**src/rtl/xc_pkg.sv**
```systemverilog
// Shared widths, AXI4-Lite register map and pair numbering of the correlator.
// Register offsets are byte addresses and are word aligned.
// The map leaves room for 12 auto entries and 48 cross entries.

`default_nettype none

package xc_pkg;

	// ############################
	// Bus widths.
	// ############################

	localparam int AXIL_ADDR_W = 8;
	localparam int AXIL_DATA_W = 32;

	// OKAY response, the only one this slave returns.
	localparam logic [1:0] AXIL_RESP_OKAY = 2'b00;

	// ############################
	// Register map.
	// ############################

	// Bit 31 snapshot valid, bits 15:0 sequence number.
	localparam logic [AXIL_ADDR_W-1:0] REG_STATUS = 8'h00;

	// Bit 0 enable, bits 15:8 sample divider.
	localparam logic [AXIL_ADDR_W-1:0] REG_CTRL = 8'h04;

	// Auto count of line i at base + 4*i.
	localparam logic [AXIL_ADDR_W-1:0] REG_AUTO_BASE = 8'h10;

	// Cross count of pair p, lag l at base + 4*(p*MAX_LAG + l).
	localparam logic [AXIL_ADDR_W-1:0] REG_CROSS_BASE = 8'h40;

	// ############################
	// Pair numbering.
	// ############################

	// Pairs (i,j) with i<j, numbered row by row.
	// Row i starts after i rows of shrinking length.
	function automatic int xc_pair_index(input int i, input int j, input int n);
		int row_start;
		row_start = i * n - (i * (i + 1)) / 2;
		return row_start + (j - i - 1);
	endfunction

endpackage

`default_nettype wire
```
**src/rtl/xc_top.sv**
```systemverilog
// Correlator core: sampler, auto and cross counter banks, AXI4-Lite readout.
// line_in and integrating are asynchronous; everything else is on clki.
// Needs NUM_LINES of at least 2 and COUNT_W of at most 32.

`timescale 1ns/100ps
`default_nettype none

module xc_top
	import xc_pkg::*;
#(
	parameter int NUM_LINES = 4,
	parameter int MAX_LAG = 2,
	parameter int COUNT_W = 24,
	localparam int NUM_PAIRS = xc_pair_index(NUM_LINES - 2, NUM_LINES - 1, NUM_LINES) + 1,
	localparam int NUM_CROSS = NUM_PAIRS * MAX_LAG
) (
	input  wire logic                       clki,
	input  wire logic                       rst,
	input  wire logic [NUM_LINES-1:0]       line_in,
	input  wire logic                       integrating,

	input  wire logic [AXIL_ADDR_W-1:0]     awaddr,
	input  wire logic                       awvalid,
	output logic                            awready,
	input  wire logic [AXIL_DATA_W-1:0]     wdata,
	input  wire logic [AXIL_DATA_W/8-1:0]   wstrb,
	input  wire logic                       wvalid,
	output logic                            wready,
	output logic      [1:0]                 bresp,
	output logic                            bvalid,
	input  wire logic                       bready,
	input  wire logic [AXIL_ADDR_W-1:0]     araddr,
	input  wire logic                       arvalid,
	output logic                            arready,
	output logic      [AXIL_DATA_W-1:0]     rdata,
	output logic      [1:0]                 rresp,
	output logic                            rvalid,
	input  wire logic                       rready,

	output logic                            snap_irq
);

	// Sample stream.
	logic                           sample_valid;
	logic [NUM_LINES*MAX_LAG-1:0]   sample_hist;
	logic                           integ_active;
	logic                           integ_end;

	// Live counts and control.
	logic [NUM_LINES*COUNT_W-1:0]   auto_counts;
	logic [NUM_CROSS*COUNT_W-1:0]   cross_counts;
	logic                           enable;
	logic [7:0]                     sample_div;

	xc_sampler #(
		.NUM_LINES(NUM_LINES),
		.MAX_LAG  (MAX_LAG)
	) u_sampler (
		.clki        (clki),
		.rst         (rst),
		.line_in     (line_in),
		.integrating (integrating),
		.enable      (enable),
		.sample_div  (sample_div),
		.sample_valid(sample_valid),
		.sample_hist (sample_hist),
		.integ_active(integ_active),
		.integ_end   (integ_end)
	);

	xc_auto_counters #(
		.NUM_LINES(NUM_LINES),
		.MAX_LAG  (MAX_LAG),
		.COUNT_W  (COUNT_W)
	) u_auto (
		.clki        (clki),
		.rst         (rst),
		.sample_valid(sample_valid),
		.sample_hist (sample_hist),
		.integ_active(integ_active),
		.integ_end   (integ_end),
		.auto_counts (auto_counts)
	);

	xc_cross_counters #(
		.NUM_LINES(NUM_LINES),
		.MAX_LAG  (MAX_LAG),
		.COUNT_W  (COUNT_W)
	) u_cross (
		.clki        (clki),
		.rst         (rst),
		.sample_valid(sample_valid),
		.sample_hist (sample_hist),
		.integ_active(integ_active),
		.integ_end   (integ_end),
		.cross_counts(cross_counts)
	);

	xc_readout_axil #(
		.NUM_LINES(NUM_LINES),
		.MAX_LAG  (MAX_LAG),
		.COUNT_W  (COUNT_W)
	) u_readout (
		.clki        (clki),
		.rst         (rst),
		.auto_counts (auto_counts),
		.cross_counts(cross_counts),
		.integ_end   (integ_end),
		.awaddr      (awaddr),
		.awvalid     (awvalid),
		.awready     (awready),
		.wdata       (wdata),
		.wstrb       (wstrb),
		.wvalid      (wvalid),
		.wready      (wready),
		.bresp       (bresp),
		.bvalid      (bvalid),
		.bready      (bready),
		.araddr      (araddr),
		.arvalid     (arvalid),
		.arready     (arready),
		.rdata       (rdata),
		.rresp       (rresp),
		.rvalid      (rvalid),
		.rready      (rready),
		.enable      (enable),
		.sample_div  (sample_div),
		.snap_irq    (snap_irq)
	);

endmodule

`default_nettype wire

```
**src/rtl/xc_readout_axil.sv**
```systemverilog
// Snapshot registers, control register and AXI4-Lite slave.
// One write and one read in flight at a time. Responses are always OKAY.
// COUNT_W must not exceed 32; counts are zero-extended on read.

`timescale 1ns/100ps
`default_nettype none

module xc_readout_axil
	import xc_pkg::*;
#(
	parameter int NUM_LINES = 4,
	parameter int MAX_LAG = 2,
	parameter int COUNT_W = 24,
	localparam int NUM_PAIRS = xc_pair_index(NUM_LINES - 2, NUM_LINES - 1, NUM_LINES) + 1,
	localparam int NUM_CROSS = NUM_PAIRS * MAX_LAG
) (
	input  wire logic                           clki,
	input  wire logic                           rst,
	input  wire logic [NUM_LINES*COUNT_W-1:0]   auto_counts,
	input  wire logic [NUM_CROSS*COUNT_W-1:0]   cross_counts,
	input  wire logic                           integ_end,

	// Write address and data.
	input  wire logic [AXIL_ADDR_W-1:0]         awaddr,
	input  wire logic                           awvalid,
	output logic                                awready,
	input  wire logic [AXIL_DATA_W-1:0]         wdata,
	input  wire logic [AXIL_DATA_W/8-1:0]       wstrb,
	input  wire logic                           wvalid,
	output logic                                wready,

	// Write response.
	output logic      [1:0]                     bresp,
	output logic                                bvalid,
	input  wire logic                           bready,

	// Read address and data.
	input  wire logic [AXIL_ADDR_W-1:0]         araddr,
	input  wire logic                           arvalid,
	output logic                                arready,
	output logic      [AXIL_DATA_W-1:0]         rdata,
	output logic      [1:0]                     rresp,
	output logic                                rvalid,
	input  wire logic                           rready,

	output logic                                enable,
	output logic      [7:0]                     sample_div,
	output logic                                snap_irq
);

	// Word offsets of the register map.
	localparam int STATUS_W = int'(REG_STATUS) / 4;
	localparam int CTRL_W = int'(REG_CTRL) / 4;
	localparam int AUTO_W = int'(REG_AUTO_BASE) / 4;
	localparam int CROSS_W = int'(REG_CROSS_BASE) / 4;

	// Snapshot of both banks.
	logic [COUNT_W-1:0]     snap_auto [NUM_LINES];
	logic [COUNT_W-1:0]     snap_cross [NUM_CROSS];
	logic                   snap_valid;
	logic [15:0]            snap_seq;

	logic                   wr_accept;
	logic                   rd_accept;
	logic [AXIL_DATA_W-1:0] rd_word;

	// ############################
	// Snapshot.
	// ############################

	// Counters clear on the same edge, so this is the final count.
	always_ff @(posedge clki) begin
		if (integ_end) begin
			for (int k = 0; k < NUM_LINES; k++) begin
				snap_auto[k] <= auto_counts[k*COUNT_W +: COUNT_W];
			end
			for (int k = 0; k < NUM_CROSS; k++) begin
				snap_cross[k] <= cross_counts[k*COUNT_W +: COUNT_W];
			end
		end
	end

	always_ff @(posedge clki) begin
		if (rst) begin
			snap_valid <= 1'b0;
			snap_seq   <= '0;
			snap_irq   <= 1'b0;
		end else begin
			snap_irq <= integ_end;
			if (integ_end) begin
				snap_valid <= 1'b1;
				snap_seq   <= snap_seq + 16'd1;
			end
		end
	end

	// ############################
	// Write channel.
	// ############################

	// Address and data taken together, once the last response is gone.
	assign wr_accept = awvalid && wvalid && !bvalid;
	assign awready   = wr_accept;
	assign wready    = wr_accept;
	assign bresp     = AXIL_RESP_OKAY;

	always_ff @(posedge clki) begin
		if (rst) begin
			bvalid     <= 1'b0;
			enable     <= 1'b0;
			sample_div <= '0;
		end else begin
			if (wr_accept) begin
				bvalid <= 1'b1;
			end else if (bready) begin
				bvalid <= 1'b0;
			end
			// Control is the only writable register.
			if (wr_accept && awaddr[AXIL_ADDR_W-1:2] == REG_CTRL[AXIL_ADDR_W-1:2]) begin
				if (wstrb[0]) begin
					enable <= wdata[0];
				end
				if (wstrb[1]) begin
					sample_div <= wdata[15:8];
				end
			end
		end
	end

	// ############################
	// Read channel.
	// ############################

	assign arready   = !rvalid;
	assign rd_accept = arvalid && arready;
	assign rresp     = AXIL_RESP_OKAY;

	// Address decode, unmapped words read as zero.
	always_comb begin
		int word_i;
		rd_word = '0;
		word_i  = int'(araddr[AXIL_ADDR_W-1:2]);
		if (word_i == STATUS_W) begin
			rd_word[31]   = snap_valid;
			rd_word[15:0] = snap_seq;
		end else if (word_i == CTRL_W) begin
			rd_word[0]    = enable;
			rd_word[15:8] = sample_div;
		end else if (word_i >= AUTO_W && word_i < AUTO_W + NUM_LINES) begin
			rd_word[COUNT_W-1:0] = snap_auto[word_i-AUTO_W];
		end else if (word_i >= CROSS_W && word_i < CROSS_W + NUM_CROSS) begin
			rd_word[COUNT_W-1:0] = snap_cross[word_i-CROSS_W];
		end
	end

	// Data is latched at the address phase and held until rready.
	always_ff @(posedge clki) begin
		if (rd_accept) begin
			rdata <= rd_word;
		end
	end

	always_ff @(posedge clki) begin
		if (rst) begin
			rvalid <= 1'b0;
		end else if (rd_accept) begin
			rvalid <= 1'b1;
		end else if (rready) begin
			rvalid <= 1'b0;
		end
	end

endmodule

`default_nettype wire

```
**src/rtl/xc_cross_counters.sv**
```systemverilog
// Lag-correlation engine: one coincidence counter per line pair and lag.
// Needs NUM_LINES of at least 2. Counters saturate and clear on integ_end.
// Output order is pair-major, lag-minor, as in the register map.

`timescale 1ns/100ps
`default_nettype none

module xc_cross_counters
	import xc_pkg::*;
#(
	parameter int NUM_LINES = 4,
	parameter int MAX_LAG = 2,
	parameter int COUNT_W = 24,
	localparam int NUM_PAIRS = xc_pair_index(NUM_LINES - 2, NUM_LINES - 1, NUM_LINES) + 1,
	localparam int NUM_CROSS = NUM_PAIRS * MAX_LAG
) (
	input  wire logic                           clki,
	input  wire logic                           rst,
	input  wire logic                           sample_valid,
	input  wire logic [NUM_LINES*MAX_LAG-1:0]   sample_hist,
	input  wire logic                           integ_active,
	input  wire logic                           integ_end,
	output logic      [NUM_CROSS*COUNT_W-1:0]   cross_counts
);

	// Strobe inside the integration window.
	logic count_en;

	assign count_en = sample_valid & integ_active;

	// ############################
	// Pair and lag array.
	// ############################

	genvar gi;
	genvar gj;
	genvar gl;
	generate
		for (gi = 0; gi < NUM_LINES - 1; gi++) begin : g_i
			for (gj = gi + 1; gj < NUM_LINES; gj++) begin : g_j
				for (gl = 0; gl < MAX_LAG; gl++) begin : g_lag
					// Flat slot of this pair and lag.
					localparam int IDX = xc_pair_index(gi, gj, NUM_LINES) * MAX_LAG + gl;

					logic [COUNT_W-1:0] cnt;
					logic               hit;

					// Line i now, line j gl samples back.
					assign hit = sample_hist[gi] & sample_hist[gl*NUM_LINES + gj];

					always_ff @(posedge clki) begin
						if (rst || integ_end) begin
							cnt <= '0;
						end else if (count_en && hit && !(&cnt)) begin
							cnt <= cnt + 1'b1;
						end
					end

					assign cross_counts[IDX*COUNT_W +: COUNT_W] = cnt;
				end
			end
		end
	endgenerate

endmodule

`default_nettype wire

```
**src/rtl/xc_auto_counters.sv**
```systemverilog
// Per-line ones counters for one integration.
// Counters saturate at all ones and clear on integ_end.

`timescale 1ns/100ps
`default_nettype none

module xc_auto_counters #(
	parameter int NUM_LINES = 4,
	parameter int MAX_LAG = 2,
	parameter int COUNT_W = 24
) (
	input  wire logic                           clki,
	input  wire logic                           rst,
	input  wire logic                           sample_valid,
	input  wire logic [NUM_LINES*MAX_LAG-1:0]   sample_hist,
	input  wire logic                           integ_active,
	input  wire logic                           integ_end,
	output logic      [NUM_LINES*COUNT_W-1:0]   auto_counts
);

	// Strobe that falls inside the integration window.
	logic count_en;

	assign count_en = sample_valid & integ_active;

	genvar gi;
	generate
		for (gi = 0; gi < NUM_LINES; gi++) begin : g_line
			logic [COUNT_W-1:0] cnt;

			// Only the current sample, slice 0, matters here.
			always_ff @(posedge clki) begin
				if (rst || integ_end) begin
					cnt <= '0;
				end else if (count_en && sample_hist[gi] && !(&cnt)) begin
					cnt <= cnt + 1'b1;
				end
			end

			assign auto_counts[gi*COUNT_W +: COUNT_W] = cnt;
		end
	endgenerate

endmodule

`default_nettype wire

```
**src/rtl/xc_sampler.sv**
```systemverilog
// Line and integration synchronizer with sample strobe and lag history.
// line_in and integrating share one two-stage synchronizer, so they stay aligned.
// MAX_LAG of 1 keeps no history; sample_hist is then the current sample only.

`timescale 1ns/100ps
`default_nettype none

module xc_sampler #(
	parameter int NUM_LINES = 4,
	parameter int MAX_LAG = 2
) (
	input  wire logic                           clki,
	input  wire logic                           rst,
	input  wire logic [NUM_LINES-1:0]           line_in,
	input  wire logic                           integrating,
	input  wire logic                           enable,
	input  wire logic [7:0]                     sample_div,
	output logic                                sample_valid,
	output logic      [NUM_LINES*MAX_LAG-1:0]   sample_hist,
	output logic                                integ_active,
	output logic                                integ_end
);

	// Two-stage synchronizers.
	logic [NUM_LINES-1:0] line_s1;
	logic [NUM_LINES-1:0] line_s2;
	logic                 integ_s1;
	logic                 integ_s2;
	logic                 integ_prev;

	// Divider count since last strobe.
	logic [7:0]           div_cnt;

	// Line synchronizer.
	always_ff @(posedge clki) begin
		line_s1 <= line_in;
		line_s2 <= line_s1;
	end

	always_ff @(posedge clki) begin
		if (rst) begin
			integ_s1   <= 1'b0;
			integ_s2   <= 1'b0;
			integ_prev <= 1'b0;
		end else begin
			integ_s1   <= integrating;
			integ_s2   <= integ_s1;
			integ_prev <= integ_s2;
		end
	end

	assign integ_active = integ_s2;

	// Falling edge of the synchronized flag.
	assign integ_end = integ_prev & ~integ_s2;

	// ############################
	// Sample strobe.
	// ############################

	// One strobe every sample_div+1 cycles.
	// The >= guards against a divider lowered mid-count.
	assign sample_valid = enable && (div_cnt >= sample_div);

	always_ff @(posedge clki) begin
		if (rst || !enable) begin
			div_cnt <= '0;
		end else if (sample_valid) begin
			div_cnt <= '0;
		end else begin
			div_cnt <= div_cnt + 8'd1;
		end
	end

	// ############################
	// Lag history.
	// ############################

	// Slice 0 is the live synchronized sample, older slices come from strobes.
	generate
		if (MAX_LAG > 1) begin : g_hist
			logic [NUM_LINES*(MAX_LAG-1)-1:0] hist_q;

			always_ff @(posedge clki) begin
				if (rst) begin
					hist_q <= '0;
				end else if (sample_valid) begin
					// Oldest slice drops off the top.
					for (int k = MAX_LAG - 2; k > 0; k--) begin
						hist_q[k*NUM_LINES +: NUM_LINES] <= hist_q[(k-1)*NUM_LINES +: NUM_LINES];
					end
					hist_q[0 +: NUM_LINES] <= line_s2;
				end
			end

			assign sample_hist = {hist_q, line_s2};
		end else begin : g_nohist
			assign sample_hist = line_s2;
		end
	endgenerate

endmodule

`default_nettype wire

```
**config.mk**
```make
export PLATFORM = sky130hd
export DESIGN_NAME = xc_top
export DESIGN_NICKNAME = d
export VERILOG_FILES = /design/src/rtl/xc_pkg.sv /design/src/rtl/xc_top.sv /design/src/rtl/xc_readout_axil.sv /design/src/rtl/xc_cross_counters.sv /design/src/rtl/xc_auto_counters.sv /design/src/rtl/xc_sampler.sv
export SDC_FILE = /design/constraint.sdc
export NUM_CORES = 1
export LEC_CHECK = 0
export ABC_CLOCK_PERIOD_IN_PS = 12600
export BUFFER_PORTS_ARGS = -buffer_cell sky130_fd_sc_hd__buf_2
export CAP_MARGIN = 20
export CELL_PAD_IN_SITES_DETAIL_PLACEMENT = 1
export CELL_PAD_IN_SITES_GLOBAL_PLACEMENT = 1
export CORE_ASPECT_RATIO = 1.25
export CORE_MARGIN = 8
export CORE_UTILIZATION = 46
export DETAILED_ROUTE_END_ITERATION = 12
export PLACE_DENSITY_LB_ADDON = 0.1
export SYNTH_ARGS = -nofsm -noshare
export SYNTH_HDL_FRONTEND = slang
export SYNTH_SLANG_ARGS = --single-unit
export TNS_END_PERCENT = 1
```
**constraint.sdc**
```tcl
create_clock -name clki -period 12.6 [get_ports clki]
set_input_delay 1.26 -clock clki [delete_from_list [all_inputs] [get_ports clki]]
set_output_delay 1.26 -clock clki [all_outputs]
set_load 0.05 [all_outputs]
```
Word-level counts from Yosys, hierarchy flattened:

Memory sizes are Yosys's and may differ from the RTL's.
Cells that the tools add are included.

* bits in registers: 461
* RAM bits: 384
* input port bits: 64
* output and inout port bits: 42
* memories: 2

* $add $sub $neg: 20
* order comparisons: 5
* eq/ne operators: 2
* multiplexer cells: 12
* bitwise logic cells: 15
* reduce and logical (&&, ||, !) cells: 83

Memories
* u_readout.snap_cross: depth 12, width 24, rd ports 1, clocked after memory_dff 0, write ports 12, line xc_readout_axil.sv:59 `logic [COUNT_W-1:0] snap_cross [NUM_CROSS];`
* u_readout.snap_auto: depth 4, width 24, rd ports 1, clocked after memory_dff 0, write ports 4, line xc_readout_axil.sv:58 `logic [COUNT_W-1:0] snap_auto [NUM_LINES];`

Operator list (number)
* $add A24 B1 Y24 const B: 16
* $reduce_and A24 Y1: 16
* $mux W24: 2
* $logic_and A1 B1 Y1: 39
* $logic_not A1 Y1: 19
* $add A16 B1 Y16 const B: 1
* $mux W16: 1
* $and A1 B1 Y1: 14
* $add A8 B1 Y8 const B: 1
* $ge A8 B8 Y1: 1
* $mux W8: 1
* $mux W1: 7
* $mux W7: 1
* $eq A6 B1 Y1 const B: 1
* $eq A6 B2 Y1 const B: 1
* $ge A6 B3 Y1 const B: 1
* $ge A6 B5 Y1 const B: 1
* $logic_not A6 Y1: 1
* $lt A6 B4 Y1 const B: 1
* $lt A6 B5 Y1 const B: 1
* $reduce_and A2 Y1: 2
* $reduce_bool A2 Y1: 2
* $reduce_or A2 Y1: 2
* $sub A4 B1 Y4 const B: 1
* other kinds (3): 4

Logic depth before layout (Yosys ltp):

* depth after elaboration: 6
* gate-level depth with buffers: 11
* mapped depth without buffers: 8

Modules after synthesis:

Synthesis repeated with hierarchy kept, for this count alone.

* cells, all modules: 3212
* area total of the unflattened synthesis: 37014.2 um^2

By module, submodules not included
* xc_readout_axil: times used 1, cells each 778, area an instance 16702.3 um^2, sequential area each 12862.3 um^2
* xc_cross_counters: times used 1, cells each 1755, area an instance 14383.8 um^2, sequential area each 5765.5 um^2
* xc_auto_counters: times used 1, cells each 586, area an instance 4952.2 um^2, sequential area each 1921.8 um^2
* xc_sampler: times used 1, cells each 93, area an instance 975.9 um^2, sequential area each 460.4 um^2

Worst setup path before layout:

Ideal clock, no wire load.

* kind: reg2reg
* start: register u_sampler.integ_s2, in the netlist u_sampler.integ_active
* end: register u_readout.snap_seq[4]
* library setup time: 0.068 ns
* arrival time: 12.715 ns
* slack: -0.183 ns
* stages on the path, launching flop included: 8
* cells stage by stage: dfxtp_1 -> buf_2 -> nor2b_1 -> clkbuf_1 -> clkbuf_1 -> nand4_1 -> xor2_1 -> nor2_1

* longest elaborated chain between the ends: 2

Ends and longest elaborated chain
* from (decl): line xc_sampler.sv:28 `logic integ_s2;`
* from (signal assigned): line xc_sampler.sv:47 `integ_s2 <= integ_s1;`
* $not A1 Y1: line xc_sampler.sv:55 `assign integ_end = integ_prev & ~integ_s2;`
* $and A1 B1 Y1: line xc_sampler.sv:55
* via integ_end: line xc_top.sv:47 `logic integ_end;`
* to (signal assigned): line xc_readout_axil.sv:92 `snap_seq <= snap_seq + 16'd1;`
* to (decl): line xc_readout_axil.sv:61 `logic [15:0] snap_seq;`

The timed path passes the listed nets, and every way through them passes these cells.
A chain may end at the register's enable or synchronous reset.

Worst setup path after layout:

* start: input araddr[3]
* end: register u_readout.rdata[15] (data pin)

* longest elaborated chain between the ends: 6
* elaborated cells on any way between the ends: 16
* classes of those cells: 2 x add/sub; 4 x order compare; 1 x eq/ne; 4 x mux; 3 x reduce/logical; 2 x memory

Ends and longest elaborated chain
* from (decl): line xc_top.sv:32 `input wire logic [AXIL_ADDR_W-1:0] araddr,`
* $sub A4 B1 Y4, or another cell as far along: line xc_readout_axil.sv:152 `rd_word[COUNT_W-1:0] = snap_cross[word_i-CROSS_W];`
* $mem_v2 Z12 W24 or $logic_and A1 B1 Y1 (tied branches)
* $mux W24: line xc_readout_axil.sv:151 `end else if (word_i >= CROSS_W && word_i < CROSS_W + NUM_CROSS) begin`
* $mux W24: line xc_readout_axil.sv:149 `end else if (word_i >= AUTO_W && word_i < AUTO_W + NUM_LINES) begin`
* $mux W8: line xc_readout_axil.sv:146 `end else if (word_i == CTRL_W) begin`
* $mux W16 (*): line xc_readout_axil.sv:143 `if (word_i == STATUS_W) begin`
* via u_readout.rd_word[15]: line xc_readout_axil.sv:65 `logic [AXIL_DATA_W-1:0] rd_word;`
* to (signal assigned): line xc_readout_axil.sv:159 `rdata <= rd_word;`
* to (decl): line xc_readout_axil.sv:41 `output logic [AXIL_DATA_W-1:0] rdata,`

Mark *: on every way through the listed nets, which the timed path passes. The rest lies on a longest branch.

==> flow_summary_export.csv <==
group,metric,value,unit
detailed_routing,postRouteAntennaNets,0,
detailed_routing,wl_per_cell,25.0,microns
detailed_routing,route.vias.total,26300,
setup_path,crit_path_end_kind,"flop",
clocking,postCtsHoldBufs,0,
pwr,switching_share,0.219,
floorplan,rows,115,
sta,fmax,239,MHz
yosys,ys_seq_elements,844,
finish,final_common_cell,"dfxtp_1",
finish,areaGrowthSynthToFinish,11.8,%
sta,skew,33.9,ps
detailed_routing,first_iter_violations,1910,
global_route,grt_max_degree,201,
finish,layout.nets,3344,
setup_path,cp_max_fo,54,
setup_path,crit_arrival,4530,ps
yosys,ys_types,74,
finish,fin_util,0.520,
floorplan,die_height,332,microns
detailed_routing,wl,109,mm
sta,post-route-period-util,0.332,
detailed_routing,viasPerCell,6.00,
pwr,p_leak,13.4,nW
yosys,synth_edf_count,409,
clocking,postCtsSetupRepairBufs,0,
sta,finalSetupViolations,0,
global_route,grt_pass1_wl,168,mm
clocking,cts_root_buf,"clkbuf_16",
setup_path,crit_slowest_cell,"buf_4",
clocking,clock_sinks,844,
clocking,clkLatencyLatePin,660,ps
clocking,cts_resized,0,
setup_path,crit_type,"input port to flop",
min_path,hp-class,"flop to flop",
floorplan,dieArea,89000,sq um
global_route,grt-ovfl-total,0,
floorplan,io_pins,106,
finish,nFillCells,8368,
pwr,p_seq_frac,0.491,
placement,dp_hpwl,75.5,mm
clocking,cts_tree,"done",
setup_path,crit_chain,"buf_4 -> buf_4 -> mux4_2 -> mux2_2 -> mux2i_1 -> nor2_1 -> a211oi_1 -> a21oi_1",
floorplan,initial_core_util,0.465,
clocking,htree_levels,3,
setup_path,critical-path-max-stage-delay,800,ps
detailed_routing,dr.pass1.iters,5,
sta,period_minus_slack,4180,ps
sta,fin_tns_setup,0,ps
pwr,p_int,4.61,mW
setup_path,path_common_cell,"buf_4",
yosys,synth_warnings,0,
finish,layout_common_cells,"dfxtp_1, edfxtp_1, nor2_1",
clocking,clockBufferDepth,3,
detailed_routing,drc_errors,0,
floorplan,design.core.area,78900,sq um
sta,hold_violations,0,
outcome,status,"complete, no violations",
setup_path,critPathBufInv,2,
yosys,synthArstFlopShare,0,
pwr,vdd_drop_max,0.000129,V
yosys,yosysSeqAreaShare,0.573,
clocking,clk_pin_slew,60,ps
job,maxCapViolations,0,
global_route,grt_pass1_vias,27200,
pwr,power_density,144,nW/um^2
global_route,grt_use_total,0.243,
yosys,synth_area,36600,sq um
global_route,grt_antenna_before_repair,3,
sta,rsz0062_at_grt,"false",
yosys,synth_ff_type,"dfxtp_1",
pwr,switching_power,1.29,mW
sta,report.final.slew_viol_count,0,
sta,tightest_slew,1140,ps
finish,drive_above_1_share,0.115,
yosys,synthCells,3235,
clocking,cts-buffers-inserted,86,
placement,io_buffers,65,
placement,routabilityCongestion,0.827,
pwr,power_frac_comb,0.038,
pwr,power_frac_clock,0.471,
setup_path,critical_path.top_delay_family,"buffers and inverters",
sta,relSlewSlack,0.237,
floorplan,die_x,268,microns
setup_path,start_kind,"input port",
yosys,syn_area_per_cell,11.3,sq um
setup_path,cp_data_required_time,12950,ps
area by class of cell:
type / count / area [sq um] / share of cell area
diodes: 2 / 5.00 / 0.000122
well taps: 1053 / 1320 / 0.0322
flip-flops and latches: 844 / 21000 / 0.512
clock buffers: 105 / 2390 / 0.0583
multi-input cells: 2180 / 14800 / 0.362
inverters: 45 / 169 / 0.00412
clock inverters: 57 / 688 / 0.0168
repair buffers: 97 / 599 / 0.0146
per-stage QoR:
| step | total power [mW] | hold WS, ps | area (sq um) | cells | worst slack [ps] |
|---|---|---|---|---|---|
| detailed placement | 3.18 | 313 | 37900 | 4219 | 7610 |
| global placement | 3.18 | 312 | 37900 | 4218 | 7680 |
| CTS | 5.95 | 328 | 41000 | 4381 | 8280 |
| floorplan | 3.10 | 310 | 36700 | 3245 | 5880 |
| global route | 6.06 | 332 | 41000 | 4381 | 8220 |
| finish | 5.90 | 325 | 41000 | 4383 | 8420 |
cell families after synthesis:
family,Yosys count,synth area share
AO/OA/AOI/OAI,296,0.0526
XOR/XNOR,270,0.0645
adder cells (fa/ha/maj),26,0.00888
buffers and inverters,221,0.0251
flip-flops,844,0.573
multiplexers,160,0.0768
other,1,0.000102
AND/OR/NAND/NOR,1417,0.199
synth_stat cells (all sizes together), types with 23 or more instances:
master    n  share of area
o211ai   36         0.0074
ha       26         0.0089
and4     52          0.012
buf      71         0.0098
and2     23         0.0039
clkbuf  105          0.011
nand3   187          0.026
mux2i    55          0.015
and3     49         0.0084
nor2    383          0.039
edfxtp  409           0.34
nor3     66         0.0092
xor2    145          0.035
nand2   246          0.025
nand4   155          0.027
o21ai    58         0.0079
inv      45         0.0046
dfxtp   435           0.24
or3      56         0.0097
or4      58          0.012
xnor2   125          0.030
nor4     77          0.013
a21oi    96          0.013
mux4     96          0.059
registers in the layout, indices dropped and copies added, names as in the netlist, 8 cells and up:
signal / flops
u_sampler.div_cnt: 8
u_cross.g_i.g_j.g_lag.cnt: 288
u_readout.rdata: 25
u_readout.sample_div: 8
u_readout.snap_seq: 16
u_readout.snap_cross: 288
u_auto.g_line.cnt: 96
u_readout.snap_auto: 96
final timing paths:
path                            cells past startpoint                                endpoint  slack [ps]                    start
worst max-delay path                                8                     u_readout.rdata[15]        8420                araddr[3]
worst min-delay path                                0                    u_sampler.line_s2[1]         320     u_sampler.line_s1[1]
worst max register to register                      9  u_cross.g_i[0].g_j[1].g_lag[1].cnt[21]        8530  u_readout.sample_div[4]
worst min register to register                      0                    u_sampler.line_s2[1]         320     u_sampler.line_s1[1]
metal layers:
| layer | global-route usage | up-vias | part of all wire |
|---|---|---|---|
| met2 | 0.420 | 646 | 0.50 |
| met3 | 0.0275 | 189 | 0.049 |
| met1 | 0.309 | 13400 | 0.41 |
| met5 | 0 | - | 0 |
| li1 | - | 12100 | - |
| met4 | 0.0989 | 0 | 0.040 |
power groups by stage:
stage | logic [mW] | clock network [mW] | registers [mW]
final | 0.224 | 2.78 | 2.90
after detailed placement | 0.225 | 0 | 2.96
after global placement | 0.222 | 0 | 2.96
after floorplan | 0.126 | 0 | 2.98
after CTS | 0.226 | 2.83 | 2.90
after global routing | 0.233 | 2.93 | 2.90
worst reg2reg max path, delay by kind of cell (launching register included):
kind | cells | cell delay, ps
simple gates | 3 | 1440
flops | 1 | 390
buf+inv | 3 | 1370
compound gates | 2 | 490
fa+ha+maj | 1 | 300
Power figures use the tool's default switching activity.
